`src/common/tile_pkg.sv`:
```
// Tilemap shared package with frame limits, register map and bus types
package tile_pkg;

    // Register window 1C00-1FFF, bits 9:7 pick the register
    localparam logic [15:0] REG_BASE_HI = 16'h1C00;

    localparam logic [2:0] REG_CFG   = 3'd0; // 1C00 mapper and colour mode
    localparam logic [2:0] REG_SCR   = 3'd1; // 1C80 row/col scroll enables
    localparam logic [2:0] REG_INT   = 3'd2; // 1D00 interrupt enables
    localparam logic [2:0] REG_BANK0 = 3'd3; // 1D80
    localparam logic [2:0] REG_RMRD  = 3'd4; // 1E00 ROM read bank
    localparam logic [2:0] REG_FLIP  = 3'd5; // 1E80
    localparam logic [2:0] REG_BANK1 = 3'd6; // 1F00

    // Frame of 384 pixels by 264 lines
    localparam logic [8:0] H_START    = 9'h020;
    localparam logic [8:0] H_END      = 9'h19F;
    localparam logic [8:0] V_START    = 9'h0F8;
    localparam logic [8:0] V_END      = 9'h1FF;
    localparam logic [8:0] ROWSCR_END = 9'h04F; // Row scroll table read before this

    typedef struct packed {
        logic [1:0]  map_sel;     // CPU memory map
        logic        same_col_n;  // Low replaces colour bits 3:2 with bank bits
        logic        cscrb_en;
        logic        rscrb_en;
        logic        cscra_en;
        logic        rscra_en;
        logic [1:0]  fine_row;    // Per layer, high scrolls every line
        logic [2:0]  int_en;      // irq, firq, nmi
        logic [7:0]  bank0;
        logic [7:0]  bank1;
        logic [7:0]  rmrd_bank;
        logic        flip;
        logic        hflip_en;
        logic        vflip_en;
        logic [16:0] spare;
    } tile_cfg_t;

    // Scan port word, tile entry or scroll pair depending on phase
    typedef union packed {
        struct packed { logic [7:0] attr; logic [7:0] code; } tile;
        struct packed { logic [7:0] scr_hi; logic [7:0] scr_lo; } scr;
    } scan_word_u;

    typedef struct packed {
        logic [12:0] rom_addr;
        logic [7:0]  col;
    } layer_out_t;

    typedef struct packed {
        logic [8:0] hdump;
        logic [8:0] vdump;
        logic       pxl_cen;
    } video_pos_t;

endpackage

```
`src/tilemap/tile_regs.sv`:
```
// Tilemap CPU interface, memory mapper, control registers and debug readback
`timescale 1ns/1ps

module tile_regs (
    input  logic                clk,
    input  logic                rst,
    input  logic                gfx_cs,
    input  logic                cpu_we,
    input  logic [15:0]         cpu_addr,
    input  logic [7:0]          cpu_dout,
    input  logic [7:0]          attr_q,
    input  logic [7:0]          code_q,
    output logic [7:0]          cpu_din,
    output logic                attr_we,
    output logic                code_we,
    output tile_pkg::tile_cfg_t cfg,
    input  logic [2:0]          debug_sel,
    output logic [7:0]          st_dout
);
    import tile_pkg::*;

    logic [7:0] mmr [0:6];
    logic [2:0] page;     // 8 kB window index
    logic       attr_cs, code_cs, attr_sel, reg_we;

    assign page    = cpu_addr[15:13];
    // Attr at A000 down to 4000, code at 6000 down to 0000
    assign attr_cs = page == (3'd5 - {1'b0, mmr[REG_CFG][1:0]});
    assign code_cs = page == (3'd3 - {1'b0, mmr[REG_CFG][1:0]});
    assign attr_we = gfx_cs & cpu_we & attr_cs;
    assign code_we = gfx_cs & cpu_we & code_cs;
    assign reg_we  = gfx_cs & cpu_we & (cpu_addr[15:10] == REG_BASE_HI[15:10])
                   & (cpu_addr[9:7] != 3'd7); // Index 7 is unused
    assign cpu_din = attr_sel ? attr_q : code_q; // Follows the RAM read latency

    always_comb begin
        cfg            = '0;
        cfg.map_sel    = mmr[REG_CFG][1:0];
        cfg.same_col_n = mmr[REG_CFG][5];
        {cfg.cscrb_en, cfg.rscrb_en, cfg.fine_row[1],
         cfg.cscra_en, cfg.rscra_en, cfg.fine_row[0]} = mmr[REG_SCR][5:0];
        cfg.int_en     = mmr[REG_INT][2:0];
        cfg.bank0      = mmr[REG_BANK0];
        cfg.bank1      = mmr[REG_BANK1];
        cfg.rmrd_bank  = mmr[REG_RMRD];
        cfg.flip       = mmr[REG_FLIP][0];
        cfg.hflip_en   = mmr[REG_FLIP][1];
        cfg.vflip_en   = mmr[REG_FLIP][2];
    end

    always_ff @(posedge clk or posedge rst) begin
        if (rst) begin
            for (int i = 0; i < 7; i++)
                mmr[i] <= 8'd0;
            attr_sel <= 1'b0;
            st_dout  <= 8'd0;
        end else begin
            if (reg_we)
                mmr[cpu_addr[9:7]] <= cpu_dout;
            attr_sel <= attr_cs;
            st_dout  <= (debug_sel == 3'd7) ? 8'd0 : mmr[debug_sel];
        end
    end

endmodule

```
`config.mk`:
```
export PLATFORM = sky130hd
export DESIGN_NAME = tile_regs
export DESIGN_NICKNAME = d
export VERILOG_FILES = /design/src/common/tile_pkg.sv /design/src/tilemap/tile_regs.sv
export SDC_FILE = /design/constraint.sdc
export NUM_CORES = 1
export LEC_CHECK = 0
export ABC_AREA = 0
export BUFFER_PORTS_ARGS = -buffer_cell sky130_fd_sc_hd__buf_2
export CORE_ASPECT_RATIO = 0.75
export CORE_MARGIN = 3
export CORE_UTILIZATION = 50
export DETAILED_ROUTE_END_ITERATION = 6
export HOLD_SLACK_MARGIN = 0.12
export PLACE_DENSITY_LB_ADDON = 0.08
export SLEW_MARGIN = 20
export SYNTH_ARGS = -nofsm -noshare
export SYNTH_HDL_FRONTEND = slang
export SYNTH_SLANG_ARGS = --single-unit
export TNS_END_PERCENT = 20
```
`constraint.sdc`:
```
create_clock -name clk -period 1.97 [get_ports clk]
set_input_delay 0.0985 -clock clk [delete_from_list [all_inputs] [get_ports clk]]
set_output_delay 0.0985 -clock clk [all_outputs]
set_load 0.03 [all_outputs]
```
### Word level (Yosys, flattened, before mapping)

Cells that the tools add are included.

* bitwise operators: 7
* equal/unequal tests: 5
* $lt $le $gt $ge: 3
* reduce and logical (&&, ||, !) cells: 1
* multiplexer cells: 8
* add/subtract/negate cells: 2

Operators by type and width (count)
* bitwise mux 56 bit: 1
* two-way mux 8 bit: 5
* binary-select mux 8 bit (select 3 bit): 1
* demux 8 bit (select 3 bit): 1
* >= comparator 4 bit, second input constant: 2
* inverter 3 -> 4 bit: 2
* == test 3 bit: 2
* == test 6 x 3 -> 1 bit, second input constant: 1
* bitwise AND 1 bit: 5
* less-than comparator 4 x 1 -> 1 bit, second input constant: 1
* == test 3 bit, second input constant: 1
* inequality test 3 bit, second input constant: 1
* subtractor 2 x 2 -> 3 bit, first input constant: 1
* subtractor 3 x 2 -> 3 bit, first input constant: 1
* logical AND 1 bit: 1

* input bits: 47
* flip-flop bits (word level): 65
* logic and storage cells: 35
* output and inout bits: 74

### Logic depth before layout (Yosys ltp)

* depth in word-level cells: 6
* gate-level depth with buffers: 6
* depth with buffers taken out: 3

### Worst setup path after synthesis

No wires, ideal clock.

* path kind: register -> output
* from: register mmr (netlist bit cfg[54])
* to: output port code_we
* setup slack: 0.385 ns
* path buffers: 0
* stages on the path, launching flop included: 3
* data required time: 1.871 ns
* data arrival time: 1.486 ns
* path through: dfrtp_1 xnor2_1 nor4_1

* word-level cells in the longest chain between the ends: 3

RTL lines
* from (decl): RTL line tile_regs.sv:22 `logic [7:0] mmr [0:6];`
* from (signal, indexed assignment): RTL line tile_regs.sv:59 `mmr[cpu_addr[9:7]] <= cpu_dout;`
* subtractor 2 x 2 -> 3 bit: RTL line tile_regs.sv:29 `assign code_cs = page == (3'd3 - {1'b0, mmr[REG_CFG][1:0]});`
* == test 3 bit: RTL line tile_regs.sv:29
* bitwise AND 1 bit: RTL line tile_regs.sv:31 `assign code_we = gfx_cs & cpu_we & code_cs;`
* to (decl): RTL line tile_regs.sv:15 `output logic code_we,`

Every way passes these cells.

### Worst setup path after layout

* from: register mmr (netlist bit cfg[55])
* to: output port attr_we

* word-level cells in the longest chain between the ends: 3

RTL lines
* subtractor 3 x 2 -> 3 bit: RTL line tile_regs.sv:28 `assign attr_cs = page == (3'd5 - {1'b0, mmr[REG_CFG][1:0]});`
* == test 3 bit: RTL line tile_regs.sv:28
* named net attr_cs: RTL line tile_regs.sv:24 `logic attr_cs, code_cs, attr_sel, reg_we;`
* bitwise AND 1 bit: RTL line tile_regs.sv:30 `assign attr_we = gfx_cs & cpu_we & attr_cs;`
* to (decl): RTL line tile_regs.sv:14 `output logic attr_we,`

The timed path passes the listed nets, and every way through them passes these cells.

==> reports/qor.txt <==
Status - finished clean
Final Hold Fails - 0
Post-synth cell types - 29
First-pass GRT wire length - 11,600 µm
Hold WC Path Type - in -> reg
Root Buffer - clkbuf_8
CTS buffer count - 9
H-tree Lvls - 3
Synth area leaders - dfrtp_1 46%, mux2_2 21%, buf_4 12%
Router iterations before antenna repair - 4
Worst-path fanout max - 6
Final instance area - 4040 µm²
Number of cell rows - 25
CTS tree - built
Hpwl dp - 5050 µm
Fill count - 543
First DRT Iteration DRCs - 55
Net Sw Frac - 25.7%
Register area share after synthesis - 46.3%
WP data arrival - 1.76 ns
Max_cap viols - 0
Cell area power density - 665 nW/µm²
Top-area cell type share of the netlist area - 46.3%
Pin count of the biggest net entering global routing - 66
Commonest non-fill, non-tap cell in the layout - buf_2
CP Launch Type - register
Worst Skew - 0.00449 ns
Core area - 6540 µm²
Input/output buffers - 96
Routed vias - 2,132
Peak VDD IR - 542 µV
Final net count - 377
Vias in the first global route - 2,218
RSZ-0062 raised after global routing - false
Post-synth EDFFs - 0
Post-DR wirelength/cell - 17.7 µm
Layout cells sized above 1 - 60.7%
Placed cell areas - 3760 µm²
Clk buf depth - 2
Area grow syn2layout - 15.0%
CP Capture Point - attr_we
Synth async-reset ratio - 100%
Worst r2r src - cfg[55]
Min Hold Slack - 0.135 ns
Boundary Pins - 121
Sequential Power Share - 51.1%
Clock Pin Slew Worst Setup and Hold Paths - 0.06 ns
Setup_tns - 0 ns
Cells after DPL - 389
Final period utilization - 94.2%
Total chip power - 2.68 mW
Num Clock Sinks - 65
Antenna violations before repair - 0
Clock power frac - 36.2%
Fmax - 539 MHz
Place WS - 0.393 ns
Leakage - 2.23 nW
Internal Pwr Total - 1.99 mW
Setup WS post-layout - 0.115 ns
Vias per cell - 5.15
Synth warn - 0
Fin. max-slew vios - 0
Worst-Skew Late Latency - 0.34 ns
Initial Util - 53.7%
DRC - 0
Endpoints failing setup - 0
All-layer global routing usage - 19.3%
Slew @ Worst Pin - 0.518 ns
Final ANT Viol Nets - 0
Crit Path Class - reg -> out
R2r endpoint - attr_sel
Largest area contributor in the netlist - dfrtp_1
Routed WL - 7340 µm
Cell count of the worst reg-to-reg path - 3
Gate Count Post-Synth - 254
Die Ht - 78.6 µm
Main flop type after synthesis - dfrtp_1
Combinational Power Share - 12.7%
Final core utilization - 61.7%
Final worst path period need - 1.86 ns
Net Switching - 0.690 mW
Reg2reg setup slack - 0.25 ns
Worst slew margin - 65.5%
Diode count - 0
Cell Area, Synth - 3510 µm²
Die area - 8070 µm²
Non-filler instance count after layout - 414
Worst setup startpoint - cfg[55]
Syn Area/Cell - 13.8 µm²
Gr ovfl total - 0
Gpl congestion - 0.703
Commonest non-fill, non-tap cells in the layout - 96 x buf_2, 67 x mux2_2, 65 x dfrtp_1
CP required - 1.87 ns
Crit. End Element - primary output
Yosys reg bits - 65
# Post-CTS Setup Buffers - 0
Die X - 103 µm
-- synth_stat cells (all sizes together) (3+ instances only) --
cell,number
buf,61
clkbuf,5
dfrtp,65
mux2,71
mux2i,8
mux4,8
nand4,3
nor2b,4
o2bb2ai,7
-- kinds of logic (layout without fill, tap and decap cells) --
| kind of cell | Yosys count | count (layout) | share of synthesized area (%) |
|---|---|---|---|
| muxes | 87 | 87 | 30.2 |
| AOI/OAI and AO/OA | 10 | 10 | 2.28 |
| and+or+nand+nor | 22 | 22 | 7.34 |
| other | 1 | 17 | 0.107 |
| DFF | 65 | 65 | 46.3 |
| xor gates and xnor gates | 2 | 2 | 0.499 |
| buffers and inverters | 67 | 130 | 13.3 |
-- power groups by stage --
stage,combinational [mW],clock [mW],sequential [mW]
after detailed placement,0.328,0,1.40
after global placement,0.326,0,1.39
final,0.341,0.971,1.37
after CTS,0.345,1.01,1.37
after floorplan,0.255,0,1.40
after global routing,0.371,1.07,1.37
-- per-layer routing --
layer  GRT usage, %  routed length, µm
met5              0                  0
met4           4.66                 67
met3           6.22                362
met2           32.0               3550
met1           24.6               3370
-- flip-flops by register name, summed over array words and instances (netlist names) --
name / cells
attr_sel: 1
cfg: 39
mmr: 17
st_dout: 8
-- how the worst min path moves through the flow --
stage          cells after the start  slack (ns)    startpoint         end
2_1_floorplan                      1        0.23   cpu_dout[2]     cfg[17]
3_3_place_gp                       3        0.19           rst     cfg[40]
3_5_place_dp                       3        0.19           rst     cfg[40]
4_1_cts                            2        0.12  debug_sel[2]  st_dout[7]
5_1_grt                            2        0.17  debug_sel[2]  st_dout[7]
6_report                           2        0.13  debug_sel[2]  st_dout[7]
-- worst max-delay path, cell delays in order (launching register included) --
cell and delay, ns:
dfrtp_1 0.45, or3b_2 0.46, a21oi_1 0.17, nor2b_1 0.14, buf_2 0.20
-- repair_timing --
item                      CTS  global route
hold buffers               11             0
hold endpoints to repair  122             0
resized for setup           0             0
-- area by class of cell --
cell class              count  area, µm²  area share, %
flip-flops and latches     65       1630           40.3
multi-input cells         138       1480           36.6
repair buffers            115        663           16.4
clock buffers              14        163           4.03
well taps                  81        101           2.51
inverters                   1       3.75         0.0930
Power figures use the tool's default switching activity.
