`config.mk`:
```
export PLATFORM = sky130hd
export DESIGN_NAME = tile_scan
export DESIGN_NICKNAME = d
export VERILOG_FILES = /design/src/common/tile_pkg.sv /design/src/tilemap/tile_scan.sv
export SDC_FILE = /design/constraint.sdc
export NUM_CORES = 1
export LEC_CHECK = 0
export ABC_AREA = 1
export BUFFER_PORTS_ARGS = -buffer_cell sky130_fd_sc_hd__buf_2
export CAP_MARGIN = 20
export CORE_UTILIZATION = 53
export CTS_CLUSTER_DIAMETER = 150
export DETAILED_ROUTE_END_ITERATION = 10
export PLACE_DENSITY = 0.81
export SYNTH_ARGS = -nofsm -noshare
export SYNTH_HDL_FRONTEND = slang
export SYNTH_SLANG_ARGS = --single-unit
```
`constraint.sdc`:
```
create_clock -name clk -period 4 [get_ports clk]
set_input_delay 0.2 -clock clk [delete_from_list [all_inputs] [get_ports clk]]
set_output_delay 0.2 -clock clk [all_outputs]
set_load 0.01 [all_outputs]
```
`src/common/tile_pkg.sv`:
```
// Tilemap shared package with frame limits, register map and bus types
package tile_pkg;

    // Register window 1C00-1FFF, bits 9:7 pick the register
    localparam logic [15:0] REG_BASE_HI = 16'h1C00;

    localparam logic [2:0] REG_CFG   = 3'd0; // 1C00 mapper and colour mode
    localparam logic [2:0] REG_SCR   = 3'd1; // 1C80 row/col scroll enables
    localparam logic [2:0] REG_INT   = 3'd2; // 1D00 interrupt enables
    localparam logic [2:0] REG_BANK0 = 3'd3; // 1D80
    localparam logic [2:0] REG_RMRD  = 3'd4; // 1E00 ROM read bank
    localparam logic [2:0] REG_FLIP  = 3'd5; // 1E80
    localparam logic [2:0] REG_BANK1 = 3'd6; // 1F00

    // Frame of 384 pixels by 264 lines
    localparam logic [8:0] H_START    = 9'h020;
    localparam logic [8:0] H_END      = 9'h19F;
    localparam logic [8:0] V_START    = 9'h0F8;
    localparam logic [8:0] V_END      = 9'h1FF;
    localparam logic [8:0] ROWSCR_END = 9'h04F; // Row scroll table read before this

    typedef struct packed {
        logic [1:0]  map_sel;     // CPU memory map
        logic        same_col_n;  // Low replaces colour bits 3:2 with bank bits
        logic        cscrb_en;
        logic        rscrb_en;
        logic        cscra_en;
        logic        rscra_en;
        logic [1:0]  fine_row;    // Per layer, high scrolls every line
        logic [2:0]  int_en;      // irq, firq, nmi
        logic [7:0]  bank0;
        logic [7:0]  bank1;
        logic [7:0]  rmrd_bank;
        logic        flip;
        logic        hflip_en;
        logic        vflip_en;
        logic [16:0] spare;
    } tile_cfg_t;

    // Scan port word, tile entry or scroll pair depending on phase
    typedef union packed {
        struct packed { logic [7:0] attr; logic [7:0] code; } tile;
        struct packed { logic [7:0] scr_hi; logic [7:0] scr_lo; } scr;
    } scan_word_u;

    typedef struct packed {
        logic [12:0] rom_addr;
        logic [7:0]  col;
    } layer_out_t;

    typedef struct packed {
        logic [8:0] hdump;
        logic [8:0] vdump;
        logic       pxl_cen;
    } video_pos_t;

endpackage

```
`src/tilemap/tile_scan.sv`:
```
// Tilemap scanner, scroll latching, scan addressing and layer ROM addresses
`timescale 1ns/1ps

module tile_scan (
    input  logic                 clk,
    input  logic                 rst,
    input  tile_pkg::video_pos_t pos,
    input  tile_pkg::tile_cfg_t  cfg,
    input  logic                 rmrd,
    input  logic [15:0]          cpu_addr,
    output logic [12:0]          scan_addr,
    input  tile_pkg::scan_word_u scan_dout,
    output tile_pkg::layer_out_t lyrf,
    output tile_pkg::layer_out_t lyra,
    output tile_pkg::layer_out_t lyrb
);
    import tile_pkg::*;

    logic [8:0]  hdumpf, flipk, hposa, hposb, hsum_a, hsum_b;
    logic [7:0]  vposa, vposb, col_cfg;
    logic [10:0] map_a, map_b, vc;
    logic [2:0]  vsub_a, vsub_b, vmux;
    logic [1:0]  cab, col_aux;
    logic [12:0] addr_nx;
    logic        rowscr_rd, row_data, upd_en, rd_vpos, rd_hpos, vflip;
    layer_out_t  lyr_nx;

    assign hdumpf    = pos.hdump ^ {9{cfg.flip}};
    assign flipk     = {{6{cfg.flip}}, 1'b0, {2{cfg.flip}}}; // Flipped screen offset
    assign rowscr_rd = pos.hdump < ROWSCR_END;
    // Scan data trails the address by one pixel
    assign row_data  = (pos.hdump > H_START) && (pos.hdump <= ROWSCR_END);
    assign upd_en    = (pos.hdump > ROWSCR_END) || rmrd;
    assign rd_vpos   = pos.hdump[8:3] == 6'h0C; // Column scroll forced once per line
    assign rd_hpos   = pos.vdump[7:0] == 8'd0;  // Row scroll forced on line 0

    // Scan address for the next pixel
    always_comb begin
        hsum_a = hdumpf + flipk + hposa;
        hsum_b = hdumpf + flipk + hposb;
        map_a[5:0] = hsum_a[8:3];
        map_b[5:0] = hsum_b[8:3];
        {map_a[10:6], vsub_a} = pos.vdump[7:0] + vposa;
        {map_b[10:6], vsub_b} = pos.vdump[7:0] + vposb;
        if (rowscr_rd) begin
            // Table at 1A00, one entry per line or per 8 lines
            addr_nx = {4'b1101, pos.vdump[7:3],
                       pos.vdump[2:0] & {3{cfg.fine_row[pos.hdump[1]]}}, pos.hdump[0]};
        end else begin
            case (pos.hdump[1:0])
                2'd0:    addr_nx = {2'b01, map_a};                      // Map A
                2'd1:    addr_nx = {2'b10, map_b};                      // Map B
                2'd2:    addr_nx = {2'b00, pos.vdump[7:3], pos.hdump[8:3]}; // Fix
                default: addr_nx = {7'b1100000, hdumpf[8:3] + {6{cfg.flip}}};
            endcase
        end
    end

    // ROM address and colour from the tile entry
    always_comb begin
        case (scan_dout.tile.attr[3:2])
            2'd0:    {cab, col_aux} = cfg.bank0[3:0];
            2'd1:    {cab, col_aux} = cfg.bank0[7:4];
            2'd2:    {cab, col_aux} = cfg.bank1[3:0];
            default: {cab, col_aux} = cfg.bank1[7:4];
        endcase
        col_cfg = scan_dout.tile.attr;
        if (!cfg.same_col_n)
            col_cfg[3:2] = col_aux;
        case (pos.hdump[1:0])
            2'd1:    vmux = vsub_a;
            2'd2:    vmux = vsub_b;
            default: vmux = pos.vdump[2:0]; // Fix layer never scrolls
        endcase
        vflip = scan_dout.tile.attr[1] & cfg.vflip_en;
        vc    = {scan_dout.tile.code, vmux ^ {3{vflip}}};
        if (rmrd) begin
            col_cfg = cfg.rmrd_bank; // CPU peeks at the tile ROM
            vc      = cpu_addr[12:2];
        end
        lyr_nx.rom_addr = {cab, vc};
        lyr_nx.col      = col_cfg;
    end

    always_ff @(posedge clk or posedge rst) begin
        if (rst) begin
            scan_addr <= 13'd0;
            hposa     <= 9'd0;
            hposb     <= 9'd0;
            vposa     <= 8'd0;
            vposb     <= 8'd0;
            lyrf      <= '0;
            lyra      <= '0;
            lyrb      <= '0;
        end else begin
            scan_addr <= addr_nx;
            if (pos.pxl_cen) begin
                if (upd_en) begin
                    case (pos.hdump[1:0])
                        2'd0: begin // Column scroll pair
                            if (!rmrd && (rd_vpos || cfg.cscra_en))
                                vposa <= scan_dout.scr.scr_hi;
                            if (!rmrd && (rd_vpos || cfg.cscrb_en))
                                vposb <= scan_dout.scr.scr_lo;
                        end
                        2'd1:    lyra <= lyr_nx;
                        2'd2:    lyrb <= lyr_nx;
                        default: lyrf <= lyr_nx;
                    endcase
                end
            end else if (row_data) begin
                // Row scroll words, A from attr RAM and B from code RAM
                case (pos.hdump[1:0])
                    2'd1: if (rd_hpos || cfg.rscra_en) hposa[7:0] <= scan_dout.scr.scr_hi;
                    2'd2: if (rd_hpos || cfg.rscra_en) hposa[8]   <= scan_dout.scr.scr_hi[0];
                    2'd3: if (rd_hpos || cfg.rscrb_en) hposb[7:0] <= scan_dout.scr.scr_lo;
                    default: if (rd_hpos || cfg.rscrb_en) hposb[8] <= scan_dout.scr.scr_lo[0];
                endcase
            end
        end
    end

endmodule
```
# == Word-level counts from Yosys, hierarchy flattened ==
# Index checks and enable logic that the tools add are counted.
# totals
regBits,110
in_bits,110
output_inout_bits,76
# classes
n_addsub,6
n_lt_le_gt_ge,5
eq_ne,6
n_mux,10
n_bitwise,7
reduce_logical,23
# ops
cell,count
13-bit one-hot mux with 3 select lines,1
9-bit adder,3
4-bit AND reduction,6
8-bit adder,2
13-bit two-way mux,1
2-bit one-hot mux with 3 select lines,2
11-bit two-way mux,1
9-bit by 6-bit > comparator with 1-bit output (second input constant),1
9-bit by 7-bit > comparator with 1-bit output (second input constant),1
9-bit by 7-bit less-or-equal comparator with 1-bit output (second input constant),1
9-bit by 7-bit < comparator with 1-bit output (second input constant),1
3-bit AND reduction,3
9-bit XOR,1
8-bit zero test,1
8-bit two-way mux,1
6-bit adder,1
2-bit == test (second input constant),3
6-bit by 4-bit == test with 1-bit output (second input constant),1
3-bit one-hot mux with 2 select lines,1
3-bit OR reduction,2
1-bit logical OR,5
2-bit by 1-bit == test with 1-bit output (second input constant),2
2-bit zero test,2
3-bit bitwise AND,1
8 further kinds,13

# == Longest topological paths before layout ==
# Gate-level depths: netlist of the first run.
# depth
ltp_word,5
ltp_mapped,20
mapped_depth_nobuf,20

# == Least setup slack after synthesis of the first run ==
# Ideal clock, no wire load.
# synth_path
path_type,input-to-reg
start,input pos[11] (netlist bit)
end,register scan_addr[5]
setup_ns,0.117
t_arrival_ns,2.406
setup_slack_ns,1.477
cell_stages,18
path_buffers,0
cell_sequence,inv_1 ha_1 xor2_1 nor2_1 o21ai_0 nor2_1 a2bb2oi_1 ha_1 inv_1 o21bai_1 a31oi_1 nand2_1 nand2_1 nand3_1 nand3_1 nand2_1 nand2_1 nand2_1
# synth_via
elab_chain_len,5
# synth_rtl
element,line_no,text
start: declaration,tile_scan.sv:7,"input tile_pkg::video_pos_t pos,"
9-bit XOR,tile_scan.sv:28,assign hdumpf = pos.hdump ^ {9{cfg.flip}};
9-bit adder,"tile_scan.sv:39, tile_scan.sv:40",
"9-bit adder, on equally long branches","tile_scan.sv:40, tile_scan.sv:39",
13-bit one-hot mux with 3 select lines,tile_scan.sv:50,case (pos.hdump[1:0])
13-bit two-way mux (*),tile_scan.sv:45,if (rowscr_rd) begin
net addr_nx[5],tile_scan.sv:24,logic [12:0] addr_nx;
end signal: assignment,tile_scan.sv:96,scan_addr <= addr_nx;
end: declaration,tile_scan.sv:11,"output logic [12:0] scan_addr,"
# The timed path passes the listed nets; every way through them passes the cells marked *.
# A chain may end at the register's enable or synchronous reset.

# == Worst setup path in the final report of the first run ==
# Same ends and word-level chain as after synthesis.

==> flow_summary.ini, run 1 <==
[synth]
ys.flop_type = dfrtp_1
synth_edf_count = 0
synth.net_count = 1051
ys_ff_latch = 110
netlist-cell-type-count = 43
synth_area_leaders = dfrtp_1 41%, nand2_1 19%, o21ai_0 6.8%
netlist.top_cell.by_area = dfrtp_1
synth_cells = 904
ys_async_sr_fraction = 1.00
syn_area_per_cell_sq_um = 7.45
yosysTopAreaCellShare = 0.408
mappedNetlistArea_sq_mm = 0.00674
yosysWarnings = 0
yosysSeqAreaShare = 0.408

[die]
die-area_sq_mm = 0.0132
die_w_um = 115
initial_core_util = 0.552
row_count = 40
ios = 186
core-area_sq_mm = 0.0122
die_h_um = 115

[drt]
drc_errors = 0
routed-via-count = 6560
viasPerCell = 5.39
postRouteWirelength_um = 18800
route.detailed.wl_per_inst_um = 15.4
ant_nets = 0
drtIter0Drc = 459
firstDrtPassIters = 5

[min_path]
min_delay_path_depth = 3
worstHoldPathType = primary input to flop
min-delay-start = cpu_addr[2]
holdPathEnd = lyrf[8]$_DFFE_PP0P_

[cts]
clk_pin_slew_ps = 80
cts_buffers = 9
cts_tree = built
post_cts_buffers = 0
cts_buffer_depth = 2
cts-root-buf = clkbuf_16
ctsResizeCount = 0
ctsHtreeMaxLevel = 3
clk_latency_ps = 350
cts_sinks = 110
postCtsHoldBufs = 1

[sta]
fin_ws_ps = 1250
max_slew_margin = 0.365
period_share = 0.687
final-max-slew-violation-count = 0
fmax_mhz = 364
min_period_ps = 2750
worstMarginPinSlew_ps = 951
finalSetupViolCount = 0
setup_tns_ps = 0
rsz0062_at_grt = false
finalHoldViolCount = 0
clock_skew_ps = 7.77

[final_layout]
synthToLayoutAreaGrowth_pct = 16.7
n_antenna_cell = 0
layout-drive-gt1-share = 0.189
layout_commonest_cell = nand2_1
most-common-layout-cells = 343 x nand2_1, 156 x buf_2, 110 x dfrtp_1
nNetsFinal = 1192

[placement]
hpwlAfterDp_um = 13800
io_buffers = 156
place_congestion = 0.917
dp_slack_ps = 900

[power_and_ir_drop]
combPwrFrac = 0.311
p_seq_frac = 0.422
cellPowerDensity_mw_per_mm2 = 426
p_leak_nw = 4.34
switchingPower_w = 0.00121
swShare = 0.360
p_int_w = 0.00214
ir_worst_vdd_mv = 0.229
clock_power_share = 0.267

[run]
drv_cap = 0

[critical_path]
reg2reg_to = lyrf[9]$_DFFE_PP0P_
worstPathArrival_ps = 2990
reg2reg_from = vposb[0]$_DFFE_PP0P_
critPathMaxFanout = 7
crit_type = primary input to flop
r2r_slack_ps = 1920
start_kind = primary input
critical_path_required_ps = 4240
cp-end-kind = flop
worst_r2r_path_depth = 10

[global_routing]
met3_usage = 0.0464
met1_usage = 0.396
grt_pass1_wl_um = 30000
antenna_found_initial = 0
grt_pass1_vias = 6003
grt.busiest_layer = met2
grt_util_met2 = 0.493
grt_max_degree = 66
gr-total-overflow = 0
grt_util_all_layers = 0.299

[run_status]
status = completed
-- per-stage QoR --
step	instance area, sq um	hold slack (ps)	cells	utilization	power, W
final	7860	130	1218	0.644	0.00335
after global routing	7860	119	1218	0.644	0.00357
after CTS	7860	120	1218	0.644	0.00335
after detailed placement	7550	291	1201	0.618	0.00246
after global placement	7550	290	1201	0.618	0.00243
after floorplan	6740	317	904	-	0.00210
-- state kept, by name (all words and copies together) (netlist names) --
signal and cells:
hposa 9, lyrf 21, vposa 8, hposb 9
lyra 21, scan_addr 13, vposb 8, lyrb 21
-- power groups by stage --
stage	sequential [W]	combinational (W)	clock, W
2_1_floorplan	0.00149	0.000610	0
3_3_place_gp	0.00143	0.00101	0
3_5_place_dp	0.00143	0.00103	0
4_1_cts	0.00141	0.00104	0.000896
5_1_grt	0.00143	0.00118	0.000954
6_report	0.00141	0.00104	0.000895
-- synth_stat cells, types with 2 or more instances --
cell      count
clkinv_1      2
dfrtp_1     110
nor3_1        4
inv_1        77
nand2_1     343
nor2_1       34
o22ai_1       2
nand3_1      33
o21ai_0      92
a31oi_1       5
clkbuf_1     14
nand4_1       2
buf_6        13
nand3_2       3
o31ai_1       2
ha_1         35
o211ai_1      5
nand3b_1      2
nor4_1        2
xnor2_1       3
buf_2         7
o21ai_1      45
xor2_1       11
o21ai_2       2
or2_2         2
fa_1          2
a21oi_1      32
nand3_4       2
nor2_2        2
nor2_8        2
o21bai_1      2
-- worst max-delay path, cell delays in order --
cell,delay [ps]
buf_2,130
inv_1,230
ha_1,290
xor2_1,210
nor2_1,60
o21ai_0,360
nor2_1,120
a2bb2oi_1,250
ha_1,290
inv_1,70
o21bai_1,60
a31oi_1,180
nand2_1,100
nand2_1,80
nand3_1,90
nand3_1,100
nand2_1,60
nand2_1,50
nand2_1,40
-- cells by family after synthesis --
kind of cell             after synthesis  share of synthesized area
AND/OR/NAND/NOR                      434                      0.266
AO/OA/AOI/OAI                        195                      0.157
buffers and inverters                114                     0.0793
flip-flops                           110                      0.408
adder cells (fa/ha/maj)               37                     0.0709
XOR/XNOR                              14                     0.0182
-- layout make-up --
type                            instances  area [sq um]
Clock buffer                            9           225
Clock inverter                          7          77.6
Fill cell                            1140          4350
Inverter                               80           303
Multi-Input combinational cell        680          3450
Sequential cell                       110          2750
Tap cell                              168           210
Timing Repair Buffer                  164           843
-- layer usage --
metal | up-vias | part of all wire
li1 | 3225 | -
met5 | - | 0
met1 | 3048 | 0.43
met2 | 244 | 0.47
met4 | 0 | 0.031
met3 | 43 | 0.065
-- worst max-delay path by stage --
stage,startpoint,end,slack (ps)
floorplan,rst,hposa[0]$_DFFE_PP0P_,900
global placement,pos[11],scan_addr[5]$_DFF_PP0_,960
detailed placement,pos[11],scan_addr[5]$_DFF_PP0_,900
CTS,pos[11],scan_addr[5]$_DFF_PP0_,1270
global route,pos[11],scan_addr[5]$_DFF_PP0_,920
finish,pos[11],scan_addr[5]$_DFF_PP0_,1250
No activity file was read; power rests on OpenSTA's default activity.
==> run 2, diff against run 1 <==
==> constraint.sdc (replaced) <==
create_clock -name clk -period 2.7 [get_ports clk]
set_input_delay 0.135 -clock clk [delete_from_list [all_inputs] [get_ports clk]]
set_output_delay 0.135 -clock clk [all_outputs]
set_load 0.01 [all_outputs]
==> flow_summary.ini, run 2 (synthesized netlist as in run 1, its figures left out) <==
[final_layout]
layout-drive-gt1-share = 0.204
synthToLayoutAreaGrowth_pct = 19.8
most-common-layout-cells = 343 x nand2_1, 156 x buf_2, 110 x dfrtp_1
layout_commonest_cell = nand2_1
nNetsFinal = 1211
fillers = 1107
reg_top3 = lyra: 21 flops, lyrb: 21 flops, lyrf: 21 flops
post-route-util = 0.661
n_antenna_cell = 0

[critical_path]
critPathMaxFanout = 8
start_kind = primary input
crit_type = primary input to flop
critical_path_required_ps = 3000
reg2reg_from = vposb[0]$_DFFE_PP0P_
worst_r2r_path_depth = 13
reg2reg_to = lyrf[10]$_DFFE_PP0P_
worstPathArrival_ps = 2610
r2r_slack_ps = 520
cp-end-kind = flop

[cts]
cts_buffer_depth = 2
cts_buffers = 9
cts-root-buf = clkbuf_16
cts_tree = built
cts_sinks = 110
clk_latency_ps = 360
clk_pin_slew_ps = 70
ctsHtreeMaxLevel = 3

[die]
initial_core_util = 0.552
core-area_sq_mm = 0.0122
row_count = 40
die_w_um = 115
die-area_sq_mm = 0.0132
ios = 186
die_h_um = 115

[sta]
period_share = 0.857
min_period_ps = 2310
worstMarginPinSlew_ps = 956
setup_tns_ps = 0
rsz0062_at_grt = false
clock_skew_ps = 6.69
fmax_mhz = 432
final-max-slew-violation-count = 0
max_slew_margin = 0.362
finalHoldViolCount = 0
finalSetupViolCount = 0

[drt]
dr_wl_met2_um = 9220
viasPerCell = 5.36
drtIter0Drc = 488
ant_nets = 0
drc_errors = 0
top_layer = met4
route.detailed.wl_per_inst_um = 15.6
met3_length_um = 1290
postRouteWirelength_um = 19300
firstDrtPassIters = 5
met1_length_um = 8170
routed-via-count = 6633

[run]
drv_cap = 0

[global_routing]
grt_util_all_layers = 0.305
antenna_found_initial = 0
gr-total-overflow = 0
grt_pass1_vias = 6321
grt_max_degree = 66
grt_pass1_wl_um = 30800

[power_and_ir_drop]
ir_worst_vdd_mv = 0.383
p_leak_nw = 4.45
cellPowerDensity_mw_per_mm2 = 644

[min_path]
holdPathEnd = scan_addr[8]$_DFF_PP0_
min-delay-start = pos[8]
worstHoldPathType = primary input to flop
min_delay_path_depth = 3

[placement]
place_congestion = 0.945
io_buffers = 156
hpwlAfterDp_um = 14400

[run_status]
status = completed
[run 2: timing repair]
action	4_1_cts	5_1_grt
endpoints found under the setup margin	0	1
hold buffers	1	0
hold endpoints to repair	16	0
buffers inserted	0	0
gates resized for setup	0	2
[run 2: area by class of cell]
class | count | area, sq um | area share
flip-flops and latches | 110 | 2750 | 0.341
inverters | 80 | 308 | 0.0381
multi-input cells | 680 | 3450 | 0.427
well taps | 168 | 210 | 0.0260
clock buffers | 10 | 239 | 0.0296
clock inverters | 6 | 104 | 0.0129
repair buffers | 183 | 1010 | 0.125
[run 2: routing by layer]
metal,vias to the layer above,GRT usage
met5,-,0
met4,0,0.140
met3,50,0.0427
met2,264,0.507
met1,3071,0.397
li1,3248,-
[run 2: metrics by stage]
stage / instance area [sq um] / hold slack [ps] / power, W / worst slack, ps / std cells
2_1_floorplan: 6740 / 252 / 0.00311 / 242 / 904
3_3_place_gp: 7720 / 175 / 0.00365 / -38.7 / 1220
3_5_place_dp: 7720 / 180 / 0.00370 / -81.0 / 1220
4_1_cts: 8070 / 63.9 / 0.00520 / 278 / 1237
5_1_grt: 8080 / 83.3 / 0.00550 / 15.3 / 1237
6_report: 8080 / 63.6 / 0.00520 / 386 / 1237
[run 2: worst max path at each step]
stage,startpoint,endpoint
after global routing,cfg[19],scan_addr[5]$_DFF_PP0_
after detailed placement,pos[11],scan_addr[5]$_DFF_PP0_
final,cfg[19],scan_addr[5]$_DFF_PP0_
after global placement,pos[11],scan_addr[5]$_DFF_PP0_
after CTS,pos[11],scan_addr[5]$_DFF_PP0_
after floorplan,pos[11],scan_addr[5]$_DFF_PP0_
[run 2: power by group]
part           internal (W)  total [W]  switching (W)
Clock              0.000857    0.00151       0.000648
Combinational      0.000617    0.00159       0.000977
Sequential          0.00194    0.00210       0.000159
[run 2: critical path: stages]
cell and delay (ps):
buf_2 130, buf_4 170, ha_1 290, inv_1 60
nand2_1 50, nand2_1 100, inv_1 70, nor3_1 170
a2bb2oi_1 270, ha_1 290, inv_1 80, o21bai_1 60
a31oi_1 180, nand2_1 100, nand2_1 80, nand2_1 50
nand2_1 70, nand3_1 100, nand2_1 70, nand2_1 50
nand2_1 50
