`config.mk`:
```
export PLATFORM = sky130hd
export DESIGN_NAME = tile_irq
export DESIGN_NICKNAME = d
export VERILOG_FILES = /design/src/common/tile_pkg.sv /design/src/tile_irq.sv
export SDC_FILE = /design/constraint.sdc
export NUM_CORES = 1
export LEC_CHECK = 0
export ABC_CLOCK_PERIOD_IN_PS = 1100
export BUFFER_PORTS_ARGS = -buffer_cell sky130_fd_sc_hd__clkbuf_2
export CORE_MARGIN = 3
export CORE_UTILIZATION = 18
export DETAILED_ROUTE_END_ITERATION = 16
export PLACE_DENSITY = 0.85
export SYNTH_ARGS = -nofsm -noshare
export SYNTH_HDL_FRONTEND = slang
export SYNTH_SLANG_ARGS = --single-unit
```
`constraint.sdc`:
```
create_clock -name clk -period 1.1 [get_ports clk]
set_input_delay 0.11 -clock clk [delete_from_list [all_inputs] [get_ports clk]]
set_output_delay 0.11 -clock clk [all_outputs]
set_load 0.02 [all_outputs]
```
`src/common/tile_pkg.sv`:
```
// Tilemap shared package with frame limits, register map and bus types
package tile_pkg;

    // Register window 1C00-1FFF, bits 9:7 pick the register
    localparam logic [15:0] REG_BASE_HI = 16'h1C00;

    localparam logic [2:0] REG_CFG   = 3'd0; // 1C00 mapper and colour mode
    localparam logic [2:0] REG_SCR   = 3'd1; // 1C80 row/col scroll enables
    localparam logic [2:0] REG_INT   = 3'd2; // 1D00 interrupt enables
    localparam logic [2:0] REG_BANK0 = 3'd3; // 1D80
    localparam logic [2:0] REG_RMRD  = 3'd4; // 1E00 ROM read bank
    localparam logic [2:0] REG_FLIP  = 3'd5; // 1E80
    localparam logic [2:0] REG_BANK1 = 3'd6; // 1F00

    // Frame of 384 pixels by 264 lines
    localparam logic [8:0] H_START    = 9'h020;
    localparam logic [8:0] H_END      = 9'h19F;
    localparam logic [8:0] V_START    = 9'h0F8;
    localparam logic [8:0] V_END      = 9'h1FF;
    localparam logic [8:0] ROWSCR_END = 9'h04F; // Row scroll table read before this

    typedef struct packed {
        logic [1:0]  map_sel;     // CPU memory map
        logic        same_col_n;  // Low replaces colour bits 3:2 with bank bits
        logic        cscrb_en;
        logic        rscrb_en;
        logic        cscra_en;
        logic        rscra_en;
        logic [1:0]  fine_row;    // Per layer, high scrolls every line
        logic [2:0]  int_en;      // irq, firq, nmi
        logic [7:0]  bank0;
        logic [7:0]  bank1;
        logic [7:0]  rmrd_bank;
        logic        flip;
        logic        hflip_en;
        logic        vflip_en;
        logic [16:0] spare;
    } tile_cfg_t;

    // Scan port word, tile entry or scroll pair depending on phase
    typedef union packed {
        struct packed { logic [7:0] attr; logic [7:0] code; } tile;
        struct packed { logic [7:0] scr_hi; logic [7:0] scr_lo; } scr;
    } scan_word_u;

    typedef struct packed {
        logic [12:0] rom_addr;
        logic [7:0]  col;
    } layer_out_t;

    typedef struct packed {
        logic [8:0] hdump;
        logic [8:0] vdump;
        logic       pxl_cen;
    } video_pos_t;

endpackage

```
`src/tile_irq.sv`:
```
// Tilemap interrupt generator for frame, two-line and line-group interrupts
`timescale 1ns/1ps

module tile_irq (
    input  logic                 clk,
    input  logic                 rst,
    input  tile_pkg::video_pos_t pos,
    input  tile_pkg::tile_cfg_t  cfg,
    output logic                 irq_n,
    output logic                 firq_n,
    output logic                 nmi_n
);
    import tile_pkg::*;

    logic       v4_l;   // Previous vdump bit 2
    logic [1:0] v8;     // Counts 8-line groups
    logic       v4_rise;

    assign v4_rise = pos.vdump[2] & ~v4_l;

    always_ff @(posedge clk or posedge rst) begin
        if (rst) begin
            v4_l   <= 1'b0;
            v8     <= 2'd0;
            irq_n  <= 1'b0;
            firq_n <= 1'b0;
            nmi_n  <= 1'b0;
        end else if (pos.pxl_cen) begin
            v4_l <= pos.vdump[2];
            if (v4_rise)
                v8 <= v8 + 2'd1;
            // Once per frame, released on the first line
            irq_n  <= (pos.vdump == V_START) | ~cfg.int_en[2];
            firq_n <= pos.vdump[0] | ~cfg.int_en[1]; // Every other line
            nmi_n  <= v8[1] | ~cfg.int_en[0];        // Toggles each 16 lines
        end
    end

endmodule

```
* Word-level counts from Yosys, hierarchy flattened
Index checks and enable logic that the tools add are counted.
Widths: inputs -> output; s select.
** Word-level totals
- Register bits :: 6
- Input port bits :: 77
- Output and inout port bits :: 3
- Word-level logic and storage cells :: 16
** Operators by class
- Add/sub/neg operators :: 1
- Equal/unequal tests :: 1
- Bitwise operators :: 8
- Reductions and logical operators :: 1
** Operators by type and width (number)
- $eq 9x8->1 const B :: 1
- $not 1->1 :: 4
- $or 1x1->1 :: 3
- $add 2x1->2 const B :: 1
- $reduce_and 2->1 :: 1
- $and 1x1->1 :: 1

* Longest topological paths before layout
Gate-level depths: netlist of run 1.
- Word-level depth :: 3
- Mapped depth :: 4
- Gate-level depth less buffers :: 3

* Worst setup path before layout of run 1
Ideal clock, no wire load.
- Path kind :: register -> register
- Start :: register v4_l
- End :: register v8[1]
- Library setup time :: 123 ps
- Data arrival time :: 616 ps
- Data required time :: 977 ps
- Setup slack :: 361 ps
- Stages on the path, launching flop included :: 4
- Path buffers :: 0
- Clock period less this slack :: 739 ps
- Cells stage by stage :: dfrtp_1 inv_1 nand4_1 xnor2_1
** On the way
- Word-level cells in the longest chain between the ends :: 3
** Ends and longest elaborated chain
- start: declaration :: line tile_irq.sv:15 : logic v4_l;
- start signal: assignment :: line tile_irq.sv:29 : v4_l <= pos.vdump[2];
- $not 1->1 :: line tile_irq.sv:19 : assign v4_rise = pos.vdump[2] & ~v4_l;
- $and 1x1->1 :: line tile_irq.sv:19
- $reduce_and 2->1 (no source line)
- end signal: assignment :: line tile_irq.sv:31 : v8 <= v8 + 2'd1;
- end: declaration :: line tile_irq.sv:16 : logic [1:0] v8;
No other way between the ends.
A chain may end at the register's enable or synchronous reset.

* Final worst setup path of run 1
- Start :: register irq_n
- End :: output port irq_n
** RTL lines
- start: declaration :: line tile_irq.sv:9 : output logic irq_n,
- start signal: assignment :: line tile_irq.sv:33 : irq_n <= (pos.vdump == V_START) | ~cfg.int_en[2];
No word-level cell between the ends.

==> impl_metrics.tcl, run 1 <==
set metrics [dict create \
    r2r_setup_slack_ns 0.33 \
    vdd_ir_drop_max_uv 404 \
    cp_data_required_time_ns 0.99 \
    htree_levels 1 \
    cpPeakStageDelay_ns 0.38 \
    drt_first_pass_iters 4 \
    hp-class "in -> reg" \
    antenna_found_initial 0 \
    grt-ovfl-total 0 \
    die_w_um 44.4 \
    combPwrFrac 0.209 \
    power_density_mw_per_mm2 1650 \
    clk_latency_ns 0.24 \
    synth_cell_types 12 \
    switching_share 0.278 \
    relSlewSlack 0.848 \
    area_growth_pct 48.6 \
    fmax_mhz 1130 \
    hold_start "cfg[44]" \
    cts_setup_buffers 0 \
    yosysWarningCount 0 \
    end_kind "output port" \
    grtUsageTotal 0.0789 \
    min_period_ns 0.886 \
    viasPerCell 4.18 \
    hold_viol_final 0 \
    p_seq_frac 0.482 \
    fin_nets 125 \
    status "completed" \
    cp_cell_sequence "clkbuf_2" \
    cts.clk_slew.worst_paths_ns 0.05 \
    crit_type "reg -> out" \
    min_path_cells 2 \
    hold_end "nmi_n" \
    rows 13 \
    io_pins 80 \
    critPathMaxFanout 2 \
    syn_area_per_cell_um2 10.2 \
    cap_viol_max_count 0 \
    routedWlPerCell_um 9.95 \
    grt_max_degree 10 \
    p_leak_nw 0.207 \
    p_sw_mw 0.181 \
    synth_seq_cells 6 \
    coreArea_mm2 0.00133 \
    numClockSinks 6 \
    grt_pass1_vias 245 \
    clock_skew_ns 0.00413 \
    clockPowerShare 0.309 \
    dp_hpwl_um 502 \
    layout-drive-gt1-share 0.457 \
    tightest_slew_ns 0.228 \
    routed-via-count 255 \
    die_area_mm2 0.00197 \
    root_buffer "clkbuf_4" \
    die_y_um 44.4 \
    port_buffers 17 \
    finalSetupViolCount 0 \
    p_int_mw 0.470 \
    cts-buffers-inserted 3 \
    gp_congestion 0.670 \
    routed_wl_um 607 \
    synth_area_leaders "dfrtp_1, a31oi_1, inv_1" \
    cts_buffer_depth 2 \
    seq_area_frac_synth 0.566 \
    crit_family "flip-flops" \
    initial_utilization 0.199 \
    synthCells 26 \
    synth_top_area_cell "dfrtp_1" \
    rr_worst_depth 3 \
    arrival_ns 0.78 \
    slowest_stage "dfrtp_1" \
    num_antenna_cells 0 \
    ant_nets 0 \
    drt_iter0_markers 3 \
    period_share 0.805 \
    dp.cells 57 \
    syn_area_um2 265 \
    start_kind "flop" \
    grt_first_pass_wirelength_mm 1.01 \
    synth_top_area_share 0.566 \
    slew_viol_final 0 \
    cts_tree "built" \
    cp_num_buf_inv 1 \
    layoutNonFillerInstCount 61 \
    grt_setup_unrepaired "false" \
    drc 0 \
    syn_nets 103 \
    p_total_mw 0.650 \
    r2r-start "v4_l" \
    r2r-end "v8[1]" \
    setup-tns-final_ns 0 \
    fin_util 0.295 \
]
## sequential cells by signal (all words and copies together) (netlist names)
| name | count |
|---|---|
| nmi_n | 1 |
| v8 | 2 |
| v4_l | 1 |
| irq_n | 1 |
| firq_n | 1 |
## routing by layer
layer  GRT usage  vias up  part of all wire
li1            -      127                 -
met1      0.0850      106              0.44
met2       0.113       20              0.41
met3      0.0366        2              0.13
met4      0.0723        0             0.021
met5           0        -                 0
## per-stage QoR
stage	hold slack, ns	cell area, um^2	setup slack [ns]
after floorplan	-0.0990	265	0.361
after global placement	0.00654	362	0.340
after detailed placement	0.0166	362	0.321
after CTS	0.0412	394	0.208
after global routing	0.0419	394	0.184
final	0.0479	394	0.214
## cell usage in the layout, fill, tap and decap left out, drive strengths merged
| cell type | count |
|---|---|
| o21ai | 1 |
| nand2 | 1 |
| xor2 | 1 |
| dfrtp | 6 |
| nand4 | 2 |
| nor3 | 1 |
| a31oi | 3 |
| and4b | 1 |
| xnor2 | 1 |
| inv | 4 |
| nor2 | 4 |
| dlygate4sd3 | 1 |
| clkbuf | 20 |
## Yosys cell counts
master / instances
inv_1: 4
dfrtp_1: 6
nand2_1: 1
o21ai_0: 1
nor2_1: 4
nand4_1: 2
and4b_1: 1
xor2_1: 1
buf_4: 1
xnor2_1: 1
nor3_2: 1
a31oi_1: 3
## worst max-delay path by stage
stage,cells after the start,startpoint,to
final,1,irq_n,irq_n
after global placement,4,pos[9],irq_n
after global routing,1,firq_n,firq_n
after detailed placement,4,pos[3],irq_n
after CTS,1,firq_n,firq_n
after floorplan,3,v4_l,v8[1]
## timing repair
item	in CTS	in global routing
gates resized for setup	0	0
endpoints found under the hold margin	6	0
hold buffers	1	0
## power groups by stage
stage               logic, mW  registers (mW)  clock network [mW]
global placement        0.130           0.315                   0
CTS                     0.138           0.314               0.213
global route            0.154           0.320               0.232
floorplan              0.0665           0.331                   0
finish                  0.136           0.314               0.201
detailed placement      0.135           0.317                   0
## cell families (layout without fill, tap and decap cells)
kind of cell           after synthesis  in the layout  share of synthesized area
AND/OR/NAND/NOR                      9              9                      0.193
flip-flops                           6              6                      0.566
AO/OA/AOI/OAI                        4              4                     0.0896
XOR/XNOR                             2              2                     0.0660
buffers and inverters                5             25                     0.0849
## cell type report
cell class / count / area, um^2
inverters: 4 / 15.0
fillers: 146 / 940
well taps: 15 / 18.8
multi-input cells: 15 / 92.6
flip-flops and latches: 6 / 150
repair buffers: 18 / 95.1
clock buffers: 3 / 22.5
(Power assumes the default switching activity.)
==> run 2: changes to the inputs <==
--- a/config.mk
+++ b/config.mk
@@ -5,12 +5,12 @@
 export SDC_FILE = /design/constraint.sdc
 export NUM_CORES = 1
 export LEC_CHECK = 0
-export ABC_CLOCK_PERIOD_IN_PS = 1100
+export ABC_CLOCK_PERIOD_IN_PS = 800
 export BUFFER_PORTS_ARGS = -buffer_cell sky130_fd_sc_hd__clkbuf_2
 export CORE_MARGIN = 3
-export CORE_UTILIZATION = 18
+export CORE_UTILIZATION = 16
 export DETAILED_ROUTE_END_ITERATION = 16
-export PLACE_DENSITY = 0.85
+export PLACE_DENSITY = 0.81
 export SYNTH_ARGS = -nofsm -noshare
 export SYNTH_HDL_FRONTEND = slang
 export SYNTH_SLANG_ARGS = --single-unit
==> constraint.sdc (replaced) <==
create_clock -name clk -period 0.8 [get_ports clk]
set_input_delay 0.08 -clock clk [delete_from_list [all_inputs] [get_ports clk]]
set_output_delay 0.08 -clock clk [all_outputs]
set_load 0.02 [all_outputs]
==> impl_metrics.tcl, run 2 (same netlist as run 1, synthesis figures left out) <==
set metrics [dict create \
    dp.cells 58 \
    final_cell_mix "clkbuf_2, dfrtp_1" \
    end_kind "output port" \
    numClockSinks 6 \
    cp_cell_sequence "clkbuf_8" \
    mostFrequentLayoutCell "clkbuf_2" \
    layoutNonFillerInstCount 64 \
    fmax_mhz 1180 \
    relSlewSlack 0.858 \
    clk_latency_ns 0.24 \
    coreArea_mm2 0.00154 \
    viasPerCell 4.05 \
    slew_viol_final 0 \
    largest_reg_flops 2 \
    hold_viol_final 0 \
    drt_iter0_markers 0 \
    drt_first_pass_iters 1 \
    die_w_um 46.7 \
    cp_data_required_time_ns 0.72 \
    slowest_stage "dfrtp_1" \
    grt-ovfl-total 0 \
    hold_ws_ns 0.0285 \
    fin_nets 127 \
    port_buffers 17 \
    critPathMaxFanout 2 \
    routed-via-count 259 \
    hp-class "in -> reg" \
    critPathLaunch "firq_n" \
    violations "setup timing" \
    io_pins 80 \
    grt_max_degree 10 \
    status "finished, violations left" \
    n_fill_cell 173 \
    die_area_mm2 0.00218 \
    drc 0 \
    cts.clk_slew.worst_paths_ns 0.05 \
    seq_area_um2 150 \
    ant_nets 0 \
    p_leak_nw 0.224 \
    tightest_slew_ns 0.213 \
    rows 14 \
    routedWlPerCell_um 10.1 \
    r2r-start "v4_l" \
    top_register "v8" \
    arrival_ns 0.77 \
    crit_type "reg -> out" \
    gp_congestion 0.639 \
    vdd_ir_drop_max_uv 458 \
    grt_first_pass_wirelength_mm 1.07 \
    cp_num_buf_inv 1 \
    routed_wl_um 644 \
    cts_buffer_depth 2 \
    multi_input_area_um2 95.1 \
    cts_tree "built" \
    antenna_found_initial 0 \
    period_share 1.06 \
    clock_skew_ns 0.00384 \
    grtUsageTotal 0.0749 \
    cts-buffers-inserted 3 \
    grt_setup_unrepaired "true" \
    start_kind "flop" \
    r2r-end "v8[1]" \
    root_buffer "clkbuf_4" \
    setup_ws_ns -0.0481 \
    crit_family "flip-flops" \
    layout-drive-gt1-share 0.521 \
    hold_end "irq_n" \
    hold_start "cfg[46]" \
    num_antenna_cells 0 \
    min_path_cells 2 \
    finalSetupViolCount 3 \
    p_total_mw 0.944 \
    r2r_setup_slack_ns 0.01 \
    area_growth_pct 64.6 \
    grt_pass1_vias 289 \
    initial_utilization 0.172 \
    min_period_ns 0.848 \
    die_y_um 46.7 \
    power_density_mw_per_mm2 2160 \
    htree_levels 1 \
    rr_worst_depth 3 \
    cap_viol_max_count 0 \
    post-place-ws_ns 0.00801 \
    cpPeakStageDelay_ns 0.37 \
]
## run 2: report_power, final
| part | leakage, nW | switching (mW) | internal [mW] |
|---|---|---|---|
| clock network | 0.0138 | 0.104 | 0.169 |
| logic | 0.143 | 0.0995 | 0.131 |
| registers | 0.0673 | 0.0571 | 0.384 |
## run 2: area by class of cell
class / count / area share
inverters: 4 / 0.0344
clock buffers: 3 / 0.0516
repair buffers: 20 / 0.307
flip-flops and latches: 6 / 0.344
multi-input cells: 15 / 0.218
well taps: 16 / 0.0458
## run 2: how the worst max path moves through the flow
| stage | to | slack (ns) | cells after the start |
|---|---|---|---|
| finish | firq_n | -0.05 | 1 |
| global placement | v8[1] | 0.04 | 3 |
| global route | firq_n | -0.07 | 1 |
| CTS | nmi_n | -0.06 | 1 |
| floorplan | v8[1] | 0.06 | 3 |
| detailed placement | v8[1] | 0.008 | 3 |
## run 2: metrics by stage
stage               setup TNS, ns  cell area (um^2)  utilization
floorplan                       0               265            -
global placement                0               363        0.235
detailed placement              0               363        0.235
CTS                        -0.170               428        0.278
global route               -0.253               437        0.283
finish                     -0.130               437        0.283
## run 2: routing by layer
layer | part of all wire | routed length [um] | track usage | vias up
li1 | - | - | - | 132
met5 | 0 | 0 | 0 | -
met4 | 0 | 0 | 0.0497 | 0
met3 | 0.14 | 91 | 0.0352 | 0
met1 | 0.37 | 237 | 0.0771 | 112
met2 | 0.49 | 315 | 0.121 | 15
## run 2: timing repair
action,in CTS,in global routing
endpoints found under the hold margin,6,0
setup endpoints to repair,3,5
resized for setup,4,5
hold buffers,1,0
buffers inserted,2,0
==> run 3: changes to the inputs <==
--- a/config.mk
+++ b/config.mk
@@ -5,12 +5,13 @@
 export SDC_FILE = /design/constraint.sdc
 export NUM_CORES = 1
 export LEC_CHECK = 0
+export ABC_AREA = 1
 export ABC_CLOCK_PERIOD_IN_PS = 800
 export BUFFER_PORTS_ARGS = -buffer_cell sky130_fd_sc_hd__clkbuf_2
 export CORE_MARGIN = 3
-export CORE_UTILIZATION = 16
+export CORE_UTILIZATION = 17
 export DETAILED_ROUTE_END_ITERATION = 16
-export PLACE_DENSITY = 0.81
+export PLACE_DENSITY = 0.79
 export SYNTH_ARGS = -nofsm -noshare
 export SYNTH_HDL_FRONTEND = slang
 export SYNTH_SLANG_ARGS = --single-unit
==> impl_metrics.tcl, run 3 <==
set metrics [dict create \
    routedWlPerCell_um 8.66 \
    syn_area_um2 298 \
    finalSetupViolCount 4 \
    p_seq_frac 0.441 \
    synth_ff_type "dfrtp_1" \
    grtUsageTotal 0.0622 \
    die_area_mm2 0.00229 \
    initial_utilization 0.189 \
    slowest_stage "dfrtp_1" \
    cts.clk_slew.worst_paths_ns 0.05 \
    hp-class "in -> reg" \
    hold_ws_ns 0.0265 \
    p_leak_nw 0.241 \
    dp.cells 66 \
    crit_type "reg -> out" \
    cts_tree "built" \
    synth_seq_cells 6 \
    dp_hpwl_um 507 \
    cp_data_required_time_ns 0.72 \
    syn_area_per_cell_um2 8.76 \
    root_buffer "clkbuf_4" \
    die_y_um 47.9 \
    grt_pass1_vias 225 \
    mostFrequentLayoutCell "clkbuf_2" \
    rows 14 \
    clock_skew_ns 0.00413 \
    layoutNonFillerInstCount 70 \
    cap_viol_max_count 0 \
    htree_levels 1 \
    cpPeakStageDelay_ns 0.39 \
    combPwrFrac 0.267 \
    p_int_mw 0.674 \
    setup_ws_ns -0.0485 \
    routed-via-count 280 \
    ant_nets 0 \
    drt_iter0_markers 7 \
    drc 0 \
    num_antenna_cells 0 \
    switching_share 0.297 \
    synth_top_family_by_area "simple AND/OR/NAND/NOR gates" \
    yosys.area_share.simple 0.235 \
    violations "setup timing" \
    synthCells 34 \
    final_cell_mix "clkbuf_2, inv_1, nor2_1, dfrtp_1, nand2_1" \
    arrival_ns 0.77 \
    status "finished, violations left" \
    seq_area_frac_synth 0.504 \
    p_total_mw 0.959 \
    clk_latency_ns 0.25 \
    vdd_ir_drop_max_uv 846 \
    die_w_um 47.9 \
    critPathMaxFanout 2 \
    cts-buffers-inserted 3 \
    yosysWarningCount 0 \
    synth_compound_gate_area_share 0.0756 \
    clockPowerShare 0.292 \
    synth_top_area_share 0.504 \
    top_register "v8" \
    io_pins 80 \
    numClockSinks 6 \
    port_buffers 17 \
    cp_num_buf_inv 1 \
    viasPerCell 4.00 \
    min_period_ns 0.848 \
    layout-drive-gt1-share 0.426 \
    tightest_slew_ns 0.244 \
    p_sw_mw 0.285 \
    crit_family "flip-flops" \
    grt_setup_unrepaired "true" \
    fmax_mhz 1180 \
    end_kind "output port" \
    synth_xor_area_frac 0.0588 \
    relSlewSlack 0.837 \
    drt_first_pass_iters 2 \
    post-synth-top-count-cell "inv_1" \
    synth-edff-count 0 \
    cp_cell_sequence "buf_6" \
    setup-tns-final_ns -0.138 \
    period_share 1.06 \
    slew_viol_final 0 \
    r2r_setup_slack_ns -0.01 \
    grt-ovfl-total 0 \
    post-place-ws_ns -0.0382 \
    routed_wl_um 606 \
    gp_congestion 0.670 \
    cts_buffer_depth 2 \
    syn_nets 111 \
    area_growth_pct 50.4 \
    muxShareOfSynthArea 0 \
    synth_fa_ha_area_frac 0 \
    coreArea_mm2 0.00158 \
    async_flop_share 1.00 \
    synth_cell_types 12 \
    grt_max_degree 10 \
    largest_reg_flops 2 \
    synthTopCellsByCount "inv_1, dfrtp_1, nor2_1" \
    hold_viol_final 0 \
    grt_first_pass_wirelength_um 883 \
    synth_top_area_cell "dfrtp_1" \
    antenna_found_initial 0 \
    start_kind "flop" \
    power_density_mw_per_mm2 2140 \
    synth_area_leaders "dfrtp_1, inv_1, nor2_1" \
    fin_nets 133 \
]
## run 3: final cells by class
type / count / area (um^2)
inverter: 7 / 26.3
timing repair buffer: 18 / 114
sequential: 6 / 150
clock buffer: 3 / 22.5
tap: 16 / 20.0
multi-input combinational: 20 / 115
fill: 172 / 1130
## run 3: layer usage
metal	global-route usage	vias up	share of wire
li1	-	145	-
met1	0.0692	111	0.49
met2	0.0792	21	0.33
met3	0.0564	3	0.17
met4	0.0323	0	0.013
met5	0	-	0
## run 3: per-stage QoR
| step | util | instance area, um^2 |
|---|---|---|
| 2_1_floorplan | - | 298 |
| 3_3_place_gp | 0.248 | 392 |
| 3_5_place_dp | 0.248 | 392 |
| 4_1_cts | 0.269 | 424 |
| 5_1_grt | 0.284 | 448 |
| 6_report | 0.284 | 448 |
## run 3: logic make-up after synthesis
| group | after synthesis |
|---|---|
| compound gates | 4 |
| buf+inv | 8 |
| simple gates | 14 |
| flops | 6 |
| xor+xnor | 2 |
## run 3: final timing paths
check / start / endpoint / cells after the start
worst max-delay path: firq_n / firq_n / 1
worst min-delay path: cfg[44] / nmi_n / 2
worst max register to register: v4_l / v8[1] / 4
worst min register to register: v8[1] / v8[1] / 1
max in group asynchronous: rst / v4_l / 3
min in group asynchronous: rst / nmi_n / 3
## run 3: power by group through the flow
stage | clock (mW) | sequential (mW) | combinational (mW)
6_report | 0.280 | 0.423 | 0.256
5_1_grt | 0.314 | 0.437 | 0.286
4_1_cts | 0.293 | 0.420 | 0.222
3_5_place_dp | 0 | 0.423 | 0.216
3_3_place_gp | 0 | 0.421 | 0.209
2_1_floorplan | 0 | 0.444 | 0.121
## run 3: what timing repair did
| item | 4_1_cts | 5_1_grt |
|---|---|---|
| setup buffers | 0 | 0 |
| pin swaps | 1 | 0 |
| resized for setup | 1 | 10 |
| endpoints found under the setup margin | 4 | 4 |
| hold buffers | 1 | 0 |
| endpoints found under the hold margin | 6 | 0 |
